==> config.mk <==
export PLATFORM = sky130hd
export DESIGN_NAME = ex1_stage
export DESIGN_NICKNAME = d
export VERILOG_FILES = /design/src/hw/ex1_pkg.sv /design/src/hw/ex1_forward.sv /design/src/hw/ex_alu.sv /design/src/hw/ex_branch.sv /design/src/hw/ex1_stage.sv
export SDC_FILE = /design/constraint.sdc
export NUM_CORES = 2
export LEC_CHECK = 0
export CORE_AREA = 2 2 321 323
export CTS_CLUSTER_DIAMETER = 150
export DETAILED_ROUTE_END_ITERATION = 16
export DIE_AREA = 0 0 323 325
export DONT_BUFFER_PORTS = 1
export PLACE_DENSITY_LB_ADDON = 0.12
export SLEW_MARGIN = 25
export SYNTH_ARGS = -nofsm -noshare
export SYNTH_HDL_FRONTEND = slang
export SYNTH_HIERARCHICAL = 1
export SYNTH_SLANG_ARGS = --single-unit
export TNS_END_PERCENT = 10
==> constraint.sdc <==
create_clock -name aclk -period 7.89 [get_ports aclk]
set_input_delay 0.3945 -clock aclk [delete_from_list [all_inputs] [get_ports aclk]]
set_output_delay 0.3945 -clock aclk [all_outputs]
set_load 0.01 [all_outputs]
==> src/hw/ex1_pkg.sv <==
`default_nettype none

package ex1_pkg;

    // data and address word
    typedef logic [31:0] word_t;

    // architectural register index where r0 is hardwired to zero
    typedef logic [4:0] reg_idx_t;

    // exception code as reported to the commit stage
    typedef logic [6:0] ecode_t;

    localparam ecode_t ECODE_SYS = 7'h0B;
    localparam ecode_t ECODE_BRK = 7'h0C;
    localparam ecode_t ECODE_IPE = 7'h0E;

    typedef enum logic [3:0] {
        ALU_ADD  = 4'd0,
        ALU_SUB  = 4'd1,
        ALU_SLT  = 4'd2,
        ALU_SLTU = 4'd3,
        ALU_AND  = 4'd4,
        ALU_OR   = 4'd5,
        ALU_NOR  = 4'd6,
        ALU_XOR  = 4'd7,
        ALU_SLL  = 4'd8,
        ALU_SRL  = 4'd9,
        ALU_SRA  = 4'd10,
        // passes operand b for lu12i
        ALU_LUI  = 4'd11
    } alu_op_e;

    typedef enum logic [1:0] {
        SRC1_RF   = 2'd0,
        SRC1_PC   = 2'd1,
        SRC1_ZERO = 2'd2,
        SRC1_TID  = 2'd3
    } src1_sel_e;

    // counter halves feed rdcntvl / rdcntvh
    typedef enum logic [1:0] {
        SRC2_RF     = 2'd0,
        SRC2_IMM    = 2'd1,
        SRC2_CNT_LO = 2'd2,
        SRC2_CNT_HI = 2'd3
    } src2_sel_e;

    typedef enum logic [3:0] {
        BR_NONE = 4'd0,
        BR_BEQ  = 4'd1,
        BR_BNE  = 4'd2,
        BR_BLT  = 4'd3,
        BR_BGE  = 4'd4,
        BR_BLTU = 4'd5,
        BR_BGEU = 4'd6,
        BR_B    = 4'd7,
        BR_JIRL = 4'd8
    } br_cond_e;

    typedef enum logic [1:0] {
        MEM_BYTE = 2'd0,
        MEM_HALF = 2'd1,
        MEM_WORD = 2'd2
    } mem_size_e;

    typedef struct packed {
        alu_op_e   alu_op;
        src1_sel_e src1;
        src2_sel_e src2;
        br_cond_e  br;
        logic      is_mem;
        logic      mem_wr;
        mem_size_e mem_size;
        logic      is_atom;
        logic      is_bar;
    } ex1_uop_t;

    // one issue slot as seen by the stage
    typedef struct packed {
        word_t    pc;
        word_t    imm;
        reg_idx_t rj;
        reg_idx_t rk;
        word_t    rj_data;
        word_t    rk_data;
        ex1_uop_t uop;
        logic     is_alu;
        logic     is_syscall;
        logic     is_break;
        logic     is_priv;
    } ex1_slot_t;

    // one forwarding source from a later stage
    typedef struct packed {
        reg_idx_t rd;
        word_t    data;
        logic     valid;
    } ex1_bypass_t;

    typedef struct packed {
        logic   flag;
        ecode_t code;
        word_t  badv;
    } ex1_excp_t;

    // data cache request with op 0 for read and 1 for write
    typedef struct packed {
        logic       rvalid;
        logic       wvalid;
        logic       op;
        logic [3:0] wstrb;
        word_t      addr;
        word_t      wdata;
        logic       atom;
    } ex1_mem_req_t;

    typedef struct packed {
        logic  dir_fail;
        logic  addr_fail;
        logic  taken;
        word_t pc;
        word_t tpc;
    } ex1_br_res_t;

endpackage

`default_nettype wire

==> src/hw/ex1_forward.sv <==
`timescale 1ns/10ps
`default_nettype none

module ex1_forward #(
    parameter int NUM_BYPASS = 4
) (
    input  wire ex1_pkg::reg_idx_t                     rj_i,
    input  wire ex1_pkg::reg_idx_t                     rk_i,
    input  wire ex1_pkg::word_t                        rj_data_i,
    input  wire ex1_pkg::word_t                        rk_data_i,
    input  wire ex1_pkg::ex1_bypass_t [NUM_BYPASS-1:0] bypass_i,
    output ex1_pkg::word_t                             rj_data_o,
    output ex1_pkg::word_t                             rk_data_o,
    output logic                                       stall_o
);

    // index 0 is rj, index 1 is rk
    ex1_pkg::reg_idx_t [1:0] src_idx;
    ex1_pkg::word_t    [1:0] src_rf;
    ex1_pkg::word_t    [1:0] src_fwd;
    logic              [1:0] src_stall;

    assign src_idx = {rk_i, rj_i};
    assign src_rf  = {rk_data_i, rj_data_i};

    always_comb begin
        logic pending;

        pending   = 1'b0;
        src_fwd   = src_rf;
        src_stall = 2'b00;
        for (int s = 0; s < 2; s++) begin
            // walk from the oldest entry so the lowest index overrides
            for (int e = NUM_BYPASS - 1; e >= 0; e--) begin
                if (src_idx[s] != '0 && bypass_i[e].rd == src_idx[s]) begin
                    src_fwd[s]   = bypass_i[e].data;
                    src_stall[s] = ~bypass_i[e].valid;
                end
            end
        end

        // any unfinished producer for either source at all
        for (int e = 0; e < NUM_BYPASS; e++) begin
            if (bypass_i[e].rd != '0 && !bypass_i[e].valid &&
                (bypass_i[e].rd == rj_i || bypass_i[e].rd == rk_i)) begin
                pending = 1'b1;
            end
        end

        // a stall needs some matching entry that is still in flight
        assert (!(|src_stall) || pending)
            else $error("forward stall without a matching pending producer");
    end

    assign rj_data_o = src_fwd[0];
    assign rk_data_o = src_fwd[1];
    assign stall_o   = |src_stall;

endmodule

`default_nettype wire

==> src/hw/ex_alu.sv <==
`timescale 1ns/10ps
`default_nettype none

module ex_alu (
    input  wire ex1_pkg::alu_op_e op_i,
    input  wire ex1_pkg::word_t   a_i,
    input  wire ex1_pkg::word_t   b_i,
    output ex1_pkg::word_t        y_o
);

    logic [4:0] shamt;
    logic       lt_signed;
    logic       lt_unsigned;

    // shift amount comes from the low five bits only
    assign shamt       = b_i[4:0];
    assign lt_signed   = $signed(a_i) < $signed(b_i);
    assign lt_unsigned = a_i < b_i;

    always_comb begin
        case (op_i)
            ex1_pkg::ALU_ADD: begin
                y_o = a_i + b_i;
            end
            ex1_pkg::ALU_SUB: begin
                y_o = a_i - b_i;
            end
            ex1_pkg::ALU_SLT: begin
                y_o = {31'b0, lt_signed};
            end
            ex1_pkg::ALU_SLTU: begin
                y_o = {31'b0, lt_unsigned};
            end
            ex1_pkg::ALU_AND: begin
                y_o = a_i & b_i;
            end
            ex1_pkg::ALU_OR: begin
                y_o = a_i | b_i;
            end
            ex1_pkg::ALU_NOR: begin
                y_o = ~(a_i | b_i);
            end
            ex1_pkg::ALU_XOR: begin
                y_o = a_i ^ b_i;
            end
            ex1_pkg::ALU_SLL: begin
                y_o = a_i << shamt;
            end
            ex1_pkg::ALU_SRL: begin
                y_o = a_i >> shamt;
            end
            ex1_pkg::ALU_SRA: begin
                y_o = ex1_pkg::word_t'($signed(a_i) >>> shamt);
            end
            ex1_pkg::ALU_LUI: begin
                y_o = b_i;
            end
            default: begin
                y_o = '0;
            end
        endcase
    end

endmodule

`default_nettype wire

==> src/hw/ex_branch.sv <==
`timescale 1ns/10ps
`default_nettype none

module ex_branch (
    input  wire ex1_pkg::ex1_slot_t slot_i,
    input  wire ex1_pkg::word_t     rj_data_i,
    input  wire ex1_pkg::word_t     rk_data_i,
    input  wire logic               predict_taken_i,
    input  wire ex1_pkg::word_t     predict_pc_i,
    output ex1_pkg::ex1_br_res_t    res_o
);

    logic           is_br;
    logic           taken;
    ex1_pkg::word_t target;

    assign is_br = slot_i.uop.br != ex1_pkg::BR_NONE;

    // condition on the forwarded operands
    always_comb begin
        case (slot_i.uop.br)
            ex1_pkg::BR_BEQ:  taken = rj_data_i == rk_data_i;
            ex1_pkg::BR_BNE:  taken = rj_data_i != rk_data_i;
            ex1_pkg::BR_BLT:  taken = $signed(rj_data_i) < $signed(rk_data_i);
            ex1_pkg::BR_BGE:  taken = $signed(rj_data_i) >= $signed(rk_data_i);
            ex1_pkg::BR_BLTU: taken = rj_data_i < rk_data_i;
            ex1_pkg::BR_BGEU: taken = rj_data_i >= rk_data_i;
            ex1_pkg::BR_B:    taken = 1'b1;
            ex1_pkg::BR_JIRL: taken = 1'b1;
            default:          taken = 1'b0;
        endcase
    end

    // jirl is register relative, everything else pc relative
    assign target = (slot_i.uop.br == ex1_pkg::BR_JIRL) ? rj_data_i + slot_i.imm
                                                        : slot_i.pc + slot_i.imm;

    always_comb begin
        res_o     = '0;
        res_o.pc  = slot_i.pc;
        if (is_br) begin
            res_o.taken    = taken;
            res_o.tpc      = target;
            res_o.dir_fail = taken != predict_taken_i;
            // only meaningful when both sides agree on taken
            res_o.addr_fail = taken && predict_taken_i && (target != predict_pc_i);
        end
    end

endmodule

`default_nettype wire

==> src/hw/ex1_stage.sv <==
`timescale 1ns/10ps
`default_nettype none

module ex1_stage #(
    parameter int NUM_BYPASS = 4
) (
    input  wire logic                                  aclk,
    input  wire logic                                  aresetn,
    input  wire ex1_pkg::ex1_slot_t                    slot0_i,
    input  wire ex1_pkg::ex1_slot_t                    slot1_i,
    input  wire ex1_pkg::ex1_bypass_t [NUM_BYPASS-1:0] bypass_i,
    input  wire ex1_pkg::word_t                        tid_i,
    input  wire logic                                  plv_i,
    input  wire logic                                  predict_taken_i,
    input  wire ex1_pkg::word_t                        predict_pc_i,
    input  wire ex1_pkg::ex1_excp_t                    excp_i,
    output ex1_pkg::word_t                             alu_result0_o,
    output logic                                       alu_result0_valid_o,
    output ex1_pkg::word_t                             alu_result1_o,
    output logic                                       alu_result1_valid_o,
    output logic                                       ibar_o,
    output logic                                       forward_stall_o,
    output ex1_pkg::ex1_br_res_t                       br_res_o,
    output ex1_pkg::ex1_mem_req_t                      mem_req_o,
    output ex1_pkg::ex1_excp_t                         excp_o
);

    // free running counter read by rdcntv{l,h}
    logic [63:0] stable_cnt;

    ex1_pkg::word_t rj_fwd [2];
    ex1_pkg::word_t rk_fwd [2];
    ex1_pkg::word_t alu_y  [2];
    logic [1:0]     lane_stall;
    logic           is_br0;

    always_ff @(posedge aclk) begin
        if (!aresetn) begin
            stable_cnt <= '0;
        end else begin
            stable_cnt <= stable_cnt + 64'd1;
        end
    end

    for (genvar l = 0; l < 2; l++) begin : g_lane
        ex1_pkg::ex1_slot_t slot;
        ex1_pkg::word_t     op_a;
        ex1_pkg::word_t     op_b;

        assign slot = (l == 0) ? slot0_i : slot1_i;

        ex1_forward #(
            .NUM_BYPASS (NUM_BYPASS)
        ) u_forward (
            .rj_i      (slot.rj),
            .rk_i      (slot.rk),
            .rj_data_i (slot.rj_data),
            .rk_data_i (slot.rk_data),
            .bypass_i  (bypass_i),
            .rj_data_o (rj_fwd[l]),
            .rk_data_o (rk_fwd[l]),
            .stall_o   (lane_stall[l])
        );

        always_comb begin
            case (slot.uop.src1)
                ex1_pkg::SRC1_RF:   op_a = rj_fwd[l];
                ex1_pkg::SRC1_PC:   op_a = slot.pc;
                ex1_pkg::SRC1_ZERO: op_a = '0;
                default:            op_a = tid_i;
            endcase
        end

        always_comb begin
            case (slot.uop.src2)
                ex1_pkg::SRC2_RF:     op_b = rk_fwd[l];
                ex1_pkg::SRC2_IMM:    op_b = slot.imm;
                ex1_pkg::SRC2_CNT_LO: op_b = stable_cnt[31:0];
                default:              op_b = stable_cnt[63:32];
            endcase
        end

        ex_alu u_alu (
            .op_i (slot.uop.alu_op),
            .a_i  (op_a),
            .b_i  (op_b),
            .y_o  (alu_y[l])
        );
    end

    ex_branch u_branch (
        .slot_i          (slot0_i),
        .rj_data_i       (rj_fwd[0]),
        .rk_data_i       (rk_fwd[0]),
        .predict_taken_i (predict_taken_i),
        .predict_pc_i    (predict_pc_i),
        .res_o           (br_res_o)
    );

    assign forward_stall_o = |lane_stall;

    // branches only issue in lane 0 and write the link value
    assign is_br0              = slot0_i.uop.br != ex1_pkg::BR_NONE;
    assign alu_result0_o       = is_br0 ? slot0_i.pc + 32'd4 : alu_y[0];
    assign alu_result0_valid_o = slot0_i.is_alu | is_br0;
    assign alu_result1_o       = alu_y[1];
    assign alu_result1_valid_o = slot1_i.is_alu;
    assign ibar_o              = slot0_i.uop.is_bar;

    // data cache request from lane 0
    always_comb begin
        mem_req_o        = '0;
        mem_req_o.op     = slot0_i.uop.mem_wr;
        mem_req_o.addr   = rj_fwd[0] + slot0_i.imm;
        mem_req_o.wdata  = rk_fwd[0];
        mem_req_o.atom   = slot0_i.uop.is_atom;
        mem_req_o.rvalid = slot0_i.uop.is_mem & ~slot0_i.uop.mem_wr & ~forward_stall_o;
        mem_req_o.wvalid = slot0_i.uop.is_mem & slot0_i.uop.mem_wr & ~forward_stall_o;
        case (slot0_i.uop.mem_size)
            ex1_pkg::MEM_BYTE: mem_req_o.wstrb = 4'b0001;
            ex1_pkg::MEM_HALF: mem_req_o.wstrb = 4'b0011;
            default:           mem_req_o.wstrb = 4'b1111;
        endcase
    end

    // earlier exceptions win, then syscall, break, privileged in user mode
    always_comb begin
        excp_o = '0;
        if (excp_i.flag) begin
            excp_o = excp_i;
        end else if (slot0_i.is_syscall) begin
            excp_o.flag = 1'b1;
            excp_o.code = ex1_pkg::ECODE_SYS;
            excp_o.badv = slot0_i.pc;
        end else if (slot0_i.is_break) begin
            excp_o.flag = 1'b1;
            excp_o.code = ex1_pkg::ECODE_BRK;
            excp_o.badv = slot0_i.pc;
        end else if (slot0_i.is_priv && plv_i) begin
            excp_o.flag = 1'b1;
            excp_o.code = ex1_pkg::ECODE_IPE;
            excp_o.badv = slot0_i.pc;
        end
    end

    // the cache sees at most one kind of request per cycle
    assert property (@(posedge aclk) disable iff (!aresetn)
        !(mem_req_o.rvalid && mem_req_o.wvalid))
        else $error("dcache read and write requested together");

endmodule

`default_nettype wire

# After elaboration in Yosys (flattened, before gate mapping)
# Cells that the tools add are included.
[classes]
n_bitwise = 19
shift = 6
n_lt_le_gt_ge = 8
eq_ne = 59
addsub = 8
n_mux = 48
n_reduce_logical = 33
[op_table]
columns = ["op", "n"]
rows = [
  ["32-bit case mux with 12 select lines", 2],
  ["32-bit two-way mux", 19],
  ["32-bit case mux with 3 select lines", 4],
  ["32-bit < comparator", 6],
  ["40-bit two-way mux", 4],
  ["32-bit adder", 4],
  ["5-bit == test", 16],
  ["64-bit by 1-bit adder with 64-bit output (second input constant)", 1],
  ["32-bit AND", 2],
  ["32-bit greater-or-equal comparator", 2],
  ["32-bit inequality test", 2],
  ["32-bit inverter", 2],
  ["32-bit bitwise OR", 2],
  ["32-bit by 5-bit << shifter with 32-bit output", 2],
  ["32-bit by 5-bit right shift with 32-bit output", 2],
  ["32-bit by 5-bit >>> shifter with 32-bit output", 2],
  ["32-bit subtractor", 2],
  ["32-bit XOR", 2],
  ["4-bit by 3-bit == test with 1-bit output (second input constant)", 12],
  ["4-bit == test (second input constant)", 9],
  ["32-bit by 3-bit adder with 32-bit output (second input constant)", 1],
  ["32-bit == test", 1],
  ["4-bit by 2-bit == test with 1-bit output (second input constant)", 6],
  ["5-bit nonzero test", 4],
  ["other kinds (17)", 72],
]
[totals]
elab_cells = 182
regBits = 64
output_inout_bits = 247
in_bits = 580

# Depth between registers and ports, before layout
[logic_depth]
ltp_word = 11
mapped_depth = 28
depth_no_buf = 22

# By module
# The synthesis kept the hierarchy.
[by_module_without_submodules]
columns = ["module", "n_inst", "area_each_um2", "cells_each", "seq_area_each_um2"]
rows = [
  ["ex_alu", 2, 8708.4, 1371, 0.0],
  ["ex1_stage", 1, 9103.7, 1176, 1281.2],
  ["ex1_forward", 2, 3587.2, 578, 0.0],
  ["ex_branch", 1, 4375.4, 618, 0.0],
]

# Worst setup path before layout
# Ideal clock, no wire load.
[synth_timing]
path_kind = "input -> output"
from = "input slot0_i[88] (netlist name)"
to = "output alu_result0_o[25]"
cell_stages = 28
required_time_ns = 7.495
n_path_buf = 8
path_slack_ns = 0.995
arrival_time_ns = 6.501
cell_sequence = "clkbuf_1 xor2_1 or3_1 clkbuf_1 nand2b_2 buf_2 a211oi_1 o311ai_1 mux4_1 clkbuf_1 inv_1 buf_1 clkbuf_1 buf_2 ha_1 buf_4 nor3_1 o31a_1 o2111ai_1 a2111oi_2 o21ai_1 nand2_1 nand3b_1 and2_1 a221o_1 a221o_1 nand2_1 o21ai_0"
[synth_rtl]
columns = ["element", "line_no", "text"]
rows = [
  ["start, declared", "ex1_stage.sv:9", "input wire ex1_pkg::ex1_slot_t slot0_i,"],
  ["end, declared", "ex1_stage.sv:17", "output ex1_pkg::word_t alu_result0_o,"],
]

==> summary.md <==
| Metric | Value |
|---|---|
| Core Region | `101000 um^2` |
| Starting Density | `37.6%` |
| Port buffer count | `0` |
| Critical R2R Launch | `stable_cnt[30]` |
| Number of synthesized register bits | `64` |
| Crit-path cells | `or4_4 -> o211ai_2 -> or2_1 -> buf_4 -> buf_4 -> a211oi_1 -> o31ai_2 -> mux2i_1 -> o21ai_0 -> inv_1 -> ha_1 -> a21oi_1 -> nand2_1 -> o2111ai_1 -> a31oi_1 -> o221ai_1 -> o21ai_1 -> nand4_1 -> nand2_1 -> mux2i_1 -> o21ai_1 -> nand2_1 -> o21ai_0 -> buf_4` |
| Avg WL per Cell | `38.2 um` |
| Logic pwr share | `between 80% and 90%` |
| Layout cell share with drive strength beyond 1 | `a little over a tenth` |
| CTS Buf Count | `9` |
| Worst-Skew Late Latency | `0.33 ns` |
| Synth warn | `6` |
| Main synth FF type | `dfxtp_1` |
| Antenna-violating nets left | `0` |
| Die Y | `325 um` |
| Post-CTS sizing | `0` |
| Reg-to-Reg End | `stable_cnt[63]` |
| CTS root buf | `clkbuf_16` |
| Reg2Reg Depth | `6` |
| Final setup fails | `0` |
| Gr usage total | `47.5%` |
| Final clock skew | `0.00685 ns` |
| Area Growth Syn to Fin | `6.24%` |
| Post-CTS Setup Inserts | `0` |
| Post-Syn Area | `38100 um^2` |
| Final core occ | `39.9%` |
| Final TNS setup | `0 ns` |
| FILL cells | `11.2k` |
| Final Hold Fails | `0` |
| Max reg flops | `64` |
| Int Power | `~2.0 mW` |
| Fmax | `between 100 and 150 MHz` |
| Non-filler cells, final | `6899` |
| Cell count after synthesis | `5692` |
| Clock slew at reported path FFs | `about 0.05 ns` |
| Grt ovf | `0` |
| Post-synth net total | `6580` |
| Biggest register | `stable_cnt` |
| Maxcap violations | `0` |
| CP max FO | `18` |
| Post-synth ARST share | `0%` |
| Die Wd | `323 um` |
| CTS sink cnt | `64` |
| Largest net degree at the start of global routing | `85` |
| Slew HR | `20.0%` |
| RSZ-0062 raised after global routing | `false` |
| Syn Area/Cell | `6.69 um^2` |
| Startpoint types | `primary input` |
| Worst path required time | `7.50 ns` |
| Maximum buffer depth of the clock tree | `2` |
| CTS tree | `built` |
| Flop pwr share | `6.3%` |
| DR WL met3 | `approximately 42000 um` |
| Critical Path Max Stage Delay | `approximately 0.55 ns` |
| Met1 wire length | `slightly above 100000 um` |
| Boundary Pins | `about 830` |
| Initial DRC count | `between 7k and 8k` |
| Hold Slack | `approximately 0.18 ns` |
| Placer congestion estimate | `1.10` |
| Fin crit period | `7.54 ns` |
| DR top layer | `met5` |
| Crit. End Element | `primary output` |
| Buf/Inv on CP | `4` |
| Min-delay src | `aresetn` |
| PD cells | `129 nW/um^2` |
| CP max stage cell | `or4_4` |
| Slew @ Worst Pin | `1.20 ns` |
| Pleak | `15.5 nW` |
| EDFF count, synth | `0` |
| CP top delay family | `compound AO/OA/AOI/OAI gates` |
| Vias in the first global route | `43.3k` |
| Type of the most critical hold path | `primary input to flop` |
| DRC | `0` |
| Placed cells | `about 6.8k` |
| Sequential share of the synthesized area | `3.37%` |
| Status | `finished, final reports clean` |
| CTS H-Tree Depth | `3` |
| Initial antenna violation count | `94` |
| Num rows | `117` |
| Critical path class | `primary input to primary output` |
| Die ar. | `105000 um^2` |
| Yosys cell types | `just over 100` |
| Sw frac | `60.6%` |
| Hold depth | `1` |
| Area post-placement | `40000 um^2` |
| Reg2reg setup slack | `4.39 ns` |
| Psw | `approximately 3.2 mW` |
| Finished Cell Area | `between 40000 and 50000 um^2` |
| Clock share of power | `7.7%` |
| Top flop regs | `stable_cnt x64` |
| Global-route wire length before repair | `~360000 um` |
| HPWL Detailed | `216000 um` |
| Detailed Routing Iterations Pass 1 | `9` |
| Vias | `48.7k` |
| Pins Over Slew Limit | `0` |
| Worst hold endpoint | `stable_cnt[17]` |
| Final #Nets | `around 6.4k` |
| Peak supply drop | `between 0.00008 and 0.00009 V` |
| Cts hold-fix bufs | `0` |
| Via density | `7.06` |
| Worst Path Arrival | `7.15 ns` |
| WL met2 | `104000 um` |
| Final Cycle Share | `95.6%` |
| Detailed-route wire length | `around 260000 um` |
cell usage in the layout (no fill, tap or decap), types with 42 or more instances in the layout:
master,instances
nor2_1,663
nor3_1,221
o21ai_0,363
buf_4,268
nand2b_1,48
a21o_1,71
inv_1,315
xnor2_1,162
a211oi_1,229
nand4_1,68
dfxtp_1,64
xor2_1,79
nor4b_1,70
o22ai_1,48
mux2_2,69
mux2i_1,251
nor4_1,46
nand3_1,177
ha_1,302
o211ai_1,52
diode_2,64
mux4_2,98
nand2_1,522
o31ai_1,62
a222oi_1,52
and2_1,42
o311ai_1,47
a21oi_1,393
Yosys cell counts, types with 28 or more instances:
cell        n  area, um^2
a211oi_1  229        1720
a21o_1     71         533
a21oi_1   395        1980
a221o_1    28         280
a222oi_1   52         521
a31oi_1    40         250
and2_1     43         269
buf_1      35         131
buf_2      81         405
buf_4      64         480
clkbuf_1  324        1220
dfxtp_1    64        1280
ha_1      302        3780
inv_1     317        1190
mux2_2     69         777
mux2i_1   252        2520
mux4_2     98        2210
nand2_1   525        1970
nand2b_1   48         300
nand3_1   177         886
nand4_1    68         425
nor2_1    670        2510
nor2b_1    32         200
nor3_1    229        1150
nor4_1     50         313
nor4b_1    70         613
o211ai_1   52         390
o21ai_0   366        1830
o21bai_1   36         270
o22ai_1    48         300
o311ai_1   64         561
o31ai_1    93         698
or3_1      33         206
xnor2_1   162        1420
xor2_1     79         692
worst max-delay path by stage:
stage                         to   startpoint  slack, ns  depth (start not counted)
3_5_place_dp   alu_result0_o[31]  slot0_i[92]       0.39                         24
4_1_cts        alu_result0_o[31]  slot0_i[92]       0.37                         24
2_1_floorplan  alu_result0_o[25]  slot0_i[88]       0.99                         28
5_1_grt        alu_result1_o[31]  slot1_i[92]       0.17                         21
6_report       alu_result0_o[31]  slot0_i[92]       0.35                         24
3_3_place_gp   alu_result0_o[31]  slot0_i[92]       0.50                         24
power by group through the flow:
stage / clock, mW / sequential, mW / combinational [mW]
6_report: 0.401 / 0.327 / 4.48
4_1_cts: 0.401 / 0.327 / 4.30
3_3_place_gp: 0 / 0.334 / 4.29
2_1_floorplan: 0 / 0.333 / 2.83
3_5_place_dp: 0 / 0.334 / 4.28
5_1_grt: 0.413 / 0.327 / 4.68
kinds of logic after synthesis:
kind of cell               after synthesis  share of synthesized area, %
AOI/OAI and AO/OA                     1748                          31.0
adders and majority gates              308                          10.2
muxes                                  421                          14.6
xor gates and xnor gates               243                          5.67
other                                    1                       0.00985
DFF                                     64                          3.37
and+or+nand+nor                       2071                          25.9
buffers and inverters                  836                          9.22
worst reg2reg max path: stages (launching register included):
cell	delay, ns
dfxtp_1	0.74
and4_1	0.35
and4_1	0.26
nand4_1	0.59
or4_4	0.81
nor3_1	0.44
mux2i_1	0.24
final cells by class:
type,count,area [um^2],area share (%)
Multi-Input combinational cell,4792,33700,83.3
Timing Repair Buffer,272,2090,5.17
Tap cell,1368,1710,4.23
Sequential cell,64,1280,3.17
Inverter,324,1220,3.01
Clock buffer,11,243,0.600
Antenna cell,64,160,0.396
Clock inverter,4,45.0,0.111
routing by layer:
layer | GRT usage [%] | vias up
met5 | 0.417 | -
met4 | 24.5 | 54
met3 | 23.5 | 760
met2 | 65.1 | 3508
met1 | 60.2 | 23700
li1 | - | 20700
metrics by stage:
step,total power [mW],worst slack (ns)
floorplan,3.16,0.995
finish,5.20,0.348
global route,5.42,0.174
global placement,4.62,0.499
detailed placement,4.62,0.393
CTS,5.03,0.374
Note: power is estimated with default switching activity, not from simulation.
